==> src/bp_cfg.svh <==
// sizes assume RV32 with 4-byte aligned fetch; BTB entries must be a power of two >= 2, history >= 2
`ifndef BP_CFG_SVH
`define BP_CFG_SVH

// number of BTB entries
`define BP_BTB_ENTRIES 32

// global history length, also the PHT index width
`define BP_GHR_BITS 5

// RISC-V major opcodes for control transfer
`define BP_OP_BRANCH 7'b1100011
`define BP_OP_JAL    7'b1101111
`define BP_OP_JALR   7'b1100111

`endif

==> src/bp_pkg.sv <==
// types shared by fetch, execute and the predictor; field widths track bp_cfg.svh
`default_nettype none

`include "bp_cfg.svh"

package bp_pkg;

    // what the BTB remembers about a control instruction
    typedef enum logic [1:0] {
        kind_none   = 2'd0,
        kind_branch = 2'd1,
        kind_jump   = 2'd2
    } br_kind_t;

    // 2-bit saturating direction counter, upper bit means taken
    typedef logic [1:0] ctr_t;

    // prediction handed to fetch
    typedef struct packed {
        logic                      taken;
        logic [31:0]               target;
        logic [`BP_GHR_BITS-1:0]   pht_idx;
    } pred_t;

    // report from execute for one resolved instruction
    typedef struct packed {
        logic                      valid;
        logic [31:0]               pc;
        logic [6:0]                op;
        logic [31:0]               target;
        logic                      taken;
        // index the prediction was made with, carried down the pipe
        logic [`BP_GHR_BITS-1:0]   pht_idx;
    } resolve_t;

endpackage

`default_nettype wire

==> src/bp_btb.sv <==
// direct-mapped BTB with full-PC tags; a write shows up on lookups from the next cycle only
`timescale 1ns/1ps
`default_nettype none

`include "bp_cfg.svh"

module bp_btb (
    input  wire logic             clk,
    input  wire logic             rst_n_i,

    // lookup side
    input  wire logic [31:0]      pc_i,
    output logic                  hit_o,
    output bp_pkg::br_kind_t      kind_o,
    output logic [31:0]           target_o,

    // write side, from the resolve path
    input  wire logic             wr_en_i,
    input  wire logic [31:0]      wr_pc_i,
    input  wire bp_pkg::br_kind_t wr_kind_i,
    input  wire logic [31:0]      wr_target_i
);

    localparam int entries  = `BP_BTB_ENTRIES;
    localparam int idx_bits = $clog2(entries);

    // one table row
    typedef struct packed {
        logic [31:0]      tag;
        logic [31:0]      target;
        bp_pkg::br_kind_t kind;
    } entry_t;

    logic [entries-1:0]  valid_q;
    entry_t              mem_q [entries];

    logic [idx_bits-1:0] rd_idx;
    logic [idx_bits-1:0] wr_idx;
    entry_t              rd_entry;

    // word aligned, so the index starts above the byte offset
    assign rd_idx = pc_i[idx_bits+1:2];
    assign wr_idx = wr_pc_i[idx_bits+1:2];

    assign rd_entry = mem_q[rd_idx];

    // the whole PC is kept as tag, so aliasing never produces a false hit
    assign hit_o    = valid_q[rd_idx] && (rd_entry.tag == pc_i);
    assign kind_o   = rd_entry.kind;
    assign target_o = rd_entry.target;

    // only the valid bits need a known state after reset
    always_ff @(posedge clk or negedge rst_n_i) begin
        if (!rst_n_i) begin
            valid_q <= '0;
        end else if (wr_en_i) begin
            valid_q[wr_idx] <= 1'b1;
        end
    end

    // a new resolve always replaces whatever sat in the slot
    always_ff @(posedge clk) begin
        if (wr_en_i) begin
            mem_q[wr_idx] <= '{
                tag:    wr_pc_i,
                target: wr_target_i,
                kind:   wr_kind_i
            };
        end
    end

endmodule

`default_nettype wire

==> src/bp_gshare.sv <==
// gshare direction predictor; history holds actual outcomes, counters start weakly not taken
`timescale 1ns/1ps
`default_nettype none

`include "bp_cfg.svh"

module bp_gshare (
    input  wire logic                    clk,
    input  wire logic                    rst_n_i,

    // lookup side
    input  wire logic [31:0]             pc_i,
    output logic [`BP_GHR_BITS-1:0]      pht_idx_o,
    output logic                         predict_taken_o,

    // update side, branches only
    input  wire logic                    upd_en_i,
    input  wire logic [`BP_GHR_BITS-1:0] upd_idx_i,
    input  wire logic                    upd_taken_i
);

    localparam int hist_bits = `BP_GHR_BITS;
    localparam int pht_size  = 1 << hist_bits;

    logic [hist_bits-1:0] ghr_q;
    bp_pkg::ctr_t         pht_q [pht_size];

    logic [hist_bits-1:0] rd_idx;
    bp_pkg::ctr_t         rd_ctr;
    bp_pkg::ctr_t         upd_ctr;
    bp_pkg::ctr_t         upd_ctr_next;

    // pc bits above the byte offset hashed with the history
    assign rd_idx = pc_i[hist_bits+1:2] ^ ghr_q;
    assign rd_ctr = pht_q[rd_idx];

    assign pht_idx_o       = rd_idx;
    assign predict_taken_o = rd_ctr[1];

    // saturating step toward the outcome
    assign upd_ctr = pht_q[upd_idx_i];

    always_comb begin
        upd_ctr_next = upd_ctr;
        if (upd_taken_i && (upd_ctr != 2'b11)) begin
            upd_ctr_next = upd_ctr + 2'd1;
        end else if (!upd_taken_i && (upd_ctr != 2'b00)) begin
            upd_ctr_next = upd_ctr - 2'd1;
        end
    end

    always_ff @(posedge clk or negedge rst_n_i) begin
        if (!rst_n_i) begin
            for (int i = 0; i < pht_size; i++) begin
                pht_q[i] <= 2'b01;
            end
        end else if (upd_en_i) begin
            pht_q[upd_idx_i] <= upd_ctr_next;
        end
    end

    // newest outcome enters at bit 0
    always_ff @(posedge clk or negedge rst_n_i) begin
        if (!rst_n_i) begin
            ghr_q <= '0;
        end else if (upd_en_i) begin
            ghr_q <= {ghr_q[hist_bits-2:0], upd_taken_i};
        end
    end

endmodule

`default_nettype wire

==> src/bp_predictor.sv <==
// fetch-stage branch predictor; prediction is combinational on pc_i, one resolve per cycle, no stall
`timescale 1ns/1ps
`default_nettype none

`include "bp_cfg.svh"

module bp_predictor (
    input  wire logic             clk,
    input  wire logic             rst_n_i,
    input  wire logic [31:0]      pc_i,
    input  wire bp_pkg::resolve_t res_i,
    output bp_pkg::pred_t         pred_o
);

    bp_pkg::br_kind_t         res_kind;
    logic                     btb_wr_en;
    logic                     pht_upd_en;

    logic                     btb_hit;
    bp_pkg::br_kind_t         btb_kind;
    logic [31:0]              btb_target;
    logic [`BP_GHR_BITS-1:0]  pht_idx;
    logic                     ctr_taken;

    // the resolved opcode is decoded here once for both tables
    always_comb begin
        case (res_i.op)
            `BP_OP_BRANCH: res_kind = bp_pkg::kind_branch;
            `BP_OP_JAL,
            `BP_OP_JALR:   res_kind = bp_pkg::kind_jump;
            default:       res_kind = bp_pkg::kind_none;
        endcase
    end

    assign btb_wr_en  = res_i.valid && (res_kind != bp_pkg::kind_none);
    // jumps leave direction state alone
    assign pht_upd_en = res_i.valid && (res_kind == bp_pkg::kind_branch);

    bp_btb u_btb (
        .clk         (clk),
        .rst_n_i     (rst_n_i),
        .pc_i        (pc_i),
        .hit_o       (btb_hit),
        .kind_o      (btb_kind),
        .target_o    (btb_target),
        .wr_en_i     (btb_wr_en),
        .wr_pc_i     (res_i.pc),
        .wr_kind_i   (res_kind),
        .wr_target_i (res_i.target)
    );

    bp_gshare u_gshare (
        .clk             (clk),
        .rst_n_i         (rst_n_i),
        .pc_i            (pc_i),
        .pht_idx_o       (pht_idx),
        .predict_taken_o (ctr_taken),
        .upd_en_i        (pht_upd_en),
        .upd_idx_i       (res_i.pht_idx),
        .upd_taken_i     (res_i.taken)
    );

    // a miss never predicts taken, whatever the counter says
    always_comb begin
        pred_o.taken   = btb_hit && ((btb_kind == bp_pkg::kind_jump) ||
                                     ((btb_kind == bp_pkg::kind_branch) && ctr_taken));
        pred_o.target  = btb_hit ? btb_target : 32'd0;
        pred_o.pht_idx = pht_idx;
    end

endmodule

`default_nettype wire

==> config.mk <==
export PLATFORM = sky130hd
export DESIGN_NAME = bp_predictor
export DESIGN_NICKNAME = d
export VERILOG_FILES = /design/src/bp_pkg.sv /design/src/bp_btb.sv /design/src/bp_gshare.sv /design/src/bp_predictor.sv
export VERILOG_INCLUDE_DIRS = /design/src
export SDC_FILE = /design/constraint.sdc
export NUM_CORES = 2
export LEC_CHECK = 0
export BUFFER_PORTS_ARGS = -buffer_cell sky130_fd_sc_hd__buf_4
export CELL_PAD_IN_SITES_DETAIL_PLACEMENT = 0
export CELL_PAD_IN_SITES_GLOBAL_PLACEMENT = 1
export CORE_ASPECT_RATIO = 0.75
export CORE_MARGIN = 4
export CORE_UTILIZATION = 55
export DETAILED_ROUTE_END_ITERATION = 7
export GPL_TIMING_DRIVEN = 0
export PLACE_DENSITY_LB_ADDON = 0.2
export SYNTH_ARGS = -nofsm -noshare
export SYNTH_HDL_FRONTEND = slang
export SYNTH_SLANG_ARGS = --single-unit
==> constraint.sdc <==
create_clock -name clk -period 9 [get_ports clk]
set_clock_uncertainty 0.05 [all_clocks]
set_input_delay 2.7 -clock clk [delete_from_list [all_inputs] [get_ports clk]]
set_output_delay 2.7 -clock clk [all_outputs]
set_load 0.02 [all_outputs]
==> reports/qor.csv <==
stage,metric,value,unit
clock_network,H-tree levels,4,
routing,first-pass detailed-route iteration total,5,
synthesis,Yosys cell types,76,
setup_path,Worst path max stage delay,0.32,ns
routing,drt wl/cell,36.9,um
setup_path,CP max-delay cell,a2111oi_2,
sta,Final Hold Viols,0,
floorplanning,FP Rows,125,
synthesis,syn_nets,3936,
sta,final setup vio count,33,
synthesis,yosys warns,0,
layout,"Core Util, Final",65.1,%
setup_path,CP max FO,10,
routing,Vias,44600,
layout,layout cells sized above 1,36.0,%
global_routing,initial antenna violation count,13,
pwr,power per cell area,205,nW/um^2
clock_network,CTS Buf Count,202,
pwr,internal power,16300,uW
routing,routed vias/inst,6.74,
global_routing,global-route wire length before repair,341000,um
placement,GPL Wtd Cong,0.816,
clock_network,hold-fix buffers at CTS,0,
floorplanning,die width,465,um
layout,Nets,4463,
setup_path,CP Class,in -> out,
setup_path,Worst EP required,6.25,ns
clock_network,worst skew pair latency,0.83,ns
setup_path,CP cell instances,"buf_4, buf_4, buf_4, buf_4, buf_6, and2_4, nand2_1, o22ai_1, nor4_2, xor2_1, a2111oi_2, buf_2, nand4_1, nand2b_4, buf_4, buf_12, nor3_4, buf_6",
synthesis,Synth Cell Area,86100,sq um
setup_path,Critical Path Start Type,input pin,
setup_path,Worst EP arrival,6.50,ns
sta,crit share post-route,103,%
setup_path,Critical Path Sink Type,primary output,
floorplanning,io pins,150,
setup_path,crit-path most repeated cell,buf_4,
pwr,Sequential Power Share,54.5,%
synthesis,ys flop type,edfxtp_1,
synthesis,Synth async-reset ratio,4.56,%
placement,# port buffers,146,
routing,DRT antenna net count,0,
worst_hold_path,Min-Delay Path Class,reg -> reg,
routing,1st-iter DRT viols,7681,
sta,setup ws final,-0.251,ns
global_routing,largest net degree at the start of global routing,102,
layout,final cell count without fillers,6610,
status,failing checks,negative setup slack,
global_routing,total gr overflow,0,
pwr,leakage,0.0328,uW
synthesis,count of flip-flops with a built-in enable after synthesis,2112,
routing,DRC viols,0,
status,status,"finished, violations left",
clock_network,CTS tree,yes,
synthesis,Yosys reg bits,2213,
global_routing,total track usage,30.2,%
synthesis,Mapped Cells,3822,
clock_network,clk slew on worst S/H paths,0.06,ns
floorplanning,Die Ht,351,um
flow_run,Max Cap Violations,0,
sta,fin crit period,9.25,ns
placement,Placed Cells,6192,
floorplanning,die area,163000,sq um
clock_network,clock sink count,2213,
synthesis,sequential fraction of the synthesis area,76.6,%
sta,Worst-Margin Slew,1.13,ns
layout,area added between synthesis and finish,17.4,%
sta,RSZ-0062 raised after global routing,true,
floorplanning,Starting Density,55.5,%
pwr,"IR drop worst, VDD",0.000215,V
pwr,Comb power frac,5.4,%
global_routing,vias in the first global route,43500,
routing,Routed WL,244000,um
floorplanning,CORE AREA,155000,sq um
pwr,Psw,4380,uW
placement,dpl hpwl,158000,um
sta,Max Freq,0.108,GHz
pwr,clock power share,40.1,%
pwr,Net Sw Frac,21.2,%
clock_network,Clock Path Buffers,3,
synthesis,Mean Syn Cell Area,22.5,sq um
clock_network,Root Buffer,clkbuf_16,
sta,Slew headroom,24.7,%
sta,Slew Limit Fails,0,
==> layout by cell type (no fill, tap or decap), drive strengths merged, types with 8 or more instances in the layout <==
cell type and count:
edfxtp 2112, mux4 566, buf 451, clkbuf 334, mux2i 138, nor2 110, mux2 85, clkinv 82
nand2 73, dfrtp 69, nor3 48, o22ai 45, or2 35, dfstp 32, a22oi 29, a21oi 27
xor2 21, o21ai 21, nand3 20, nor2b 20, xnor2 15, a221oi 14, inv 12, o221ai 11
bufinv 11, a211oi 9, nand3b 8, nand2b 8
==> final timing paths <==
kind,slack [ns],cells past startpoint,end,start
setup reg to reg,5.54,9,u_gshare.pht_q[55],u_gshare.pht_q[47]
max in group asynchronous,6.52,2,u_gshare.pht_q[50],rst_n_i
setup / recovery,-0.25,18,pred_o[6],pc_i[4]
hold reg to reg,0.42,1,u_btb.valid_q[3],u_btb.valid_q[3]
min in group asynchronous,1.66,1,u_btb.valid_q[4],rst_n_i
hold / removal,0.42,1,u_btb.valid_q[3],u_btb.valid_q[3]
==> worst max-delay path, delay by kind of cell <==
| kind | cells | cell delay [ns] |
|---|---|---|
| XOR/XNOR | 1 | 0.16 |
| buffers and inverters | 9 | 1.91 |
| AND/OR/NAND/NOR | 6 | 1.13 |
| AO/OA/AOI/OAI | 2 | 0.55 |
==> power by group through the flow <==
stage,Sequential [uW],Clock [uW],Combinational (uW)
after floorplan,11500,0,547
after global placement,11500,0,994
after global routing,11300,8830,1170
after detailed placement,11500,0,1020
final,11300,8300,1110
after CTS,11300,8370,1090
==> repair_timing <==
action                                  in CTS  in global routing
buffers inserted                            26                 24
cloned                                       3                  0
pin swaps                                   32                 18
endpoints found under the setup margin      34                 33
gates resized for setup                    428                 49
==> logic make-up after synthesis <==
kind of cell / synth area share (%)
AO/OA/AOI/OAI: 1.71
XOR/XNOR: 0.375
adder cells (fa/ha/maj): 0.0291
buffers and inverters: 1.36
flip-flops: 76.6
multiplexers: 17.5
AND/OR/NAND/NOR: 2.33
==> through the flow <==
stage               TNS [ns]  area (sq um)  hold slack (ns)  total power (uW)  setup slack [ns]
floorplan                  0         86100            0.380             12000             0.373
global placement           -         89800            0.396             12500             -8.20
detailed placement    -73.79         92700            0.399             12500             -2.72
CTS                    -5.92        101000            0.414             20700            -0.288
global route           -7.34        101000            0.427             21300            -0.320
finish                 -4.56        101000            0.416             20700            -0.251
==> layout make-up <==
class	count	area, sq um
antenna	4	10.0
buffer	191	2080
clock buffer	268	5490
clock inverter	98	790
fill	10100	54100
inverter	11	47.5
multi-input combinational	1404	19700
sequential	2213	66000
tap	2095	2620
timing repair buffer	326	4360
==> metal layers <==
layer | vias up | share of wire, % | global-route usage (%)
li1 | 17300 | - | -
met1 | 23900 | 40 | 47.1
met2 | 3046 | 45 | 43.9
met3 | 346 | 13 | 7.55
met4 | 2 | 2.3 | 6.87
met5 | - | 0.0053 | 0
==> registers in the layout (all words and copies together) (netlist names) <==
signal / flops
u_gshare.ghr_q: 5
u_btb.valid_q: 32
u_btb.mem_q: 2112
u_gshare.pht_q: 64
==> synthesized netlist by cell type (5+ instances only) <==
master	count	area (sq um)
edfxtp_1	2112	63400
buf_8	8	120
or3_1	6	37.5
nor3_1	18	90.1
buf_1	14	52.6
o21ai_0	18	90.1
and3_1	5	31.3
buf_6	18	203
nand2_1	73	274
or2_2	35	219
nor3b_1	7	52.6
mux2_2	85	957
nor2b_1	20	125
a211oi_1	9	67.6
xnor2_1	15	131
mux4_2	560	12600
clkbuf_1	76	285
nand3_1	20	100
buf_2	56	280
inv_1	10	37.5
and2_1	6	37.5
nor3_2	30	300
dfrtp_1	69	1730
a22oi_1	29	218
buf_4	20	150
nand3b_1	8	60.1
mux2i_1	138	1380
nand2b_1	7	43.8
a221oi_1	10	87.6
mux4_1	6	158
nor2_1	110	413
xor2_1	20	175
o22ai_1	45	282
dfstp_2	32	841
nand4_1	7	43.8
o221ai_1	11	96.3
a21oi_1	27	135
nor4_1	7	43.8
a31oi_1	7	43.8
No activity file was read; power rests on OpenSTA's default activity.
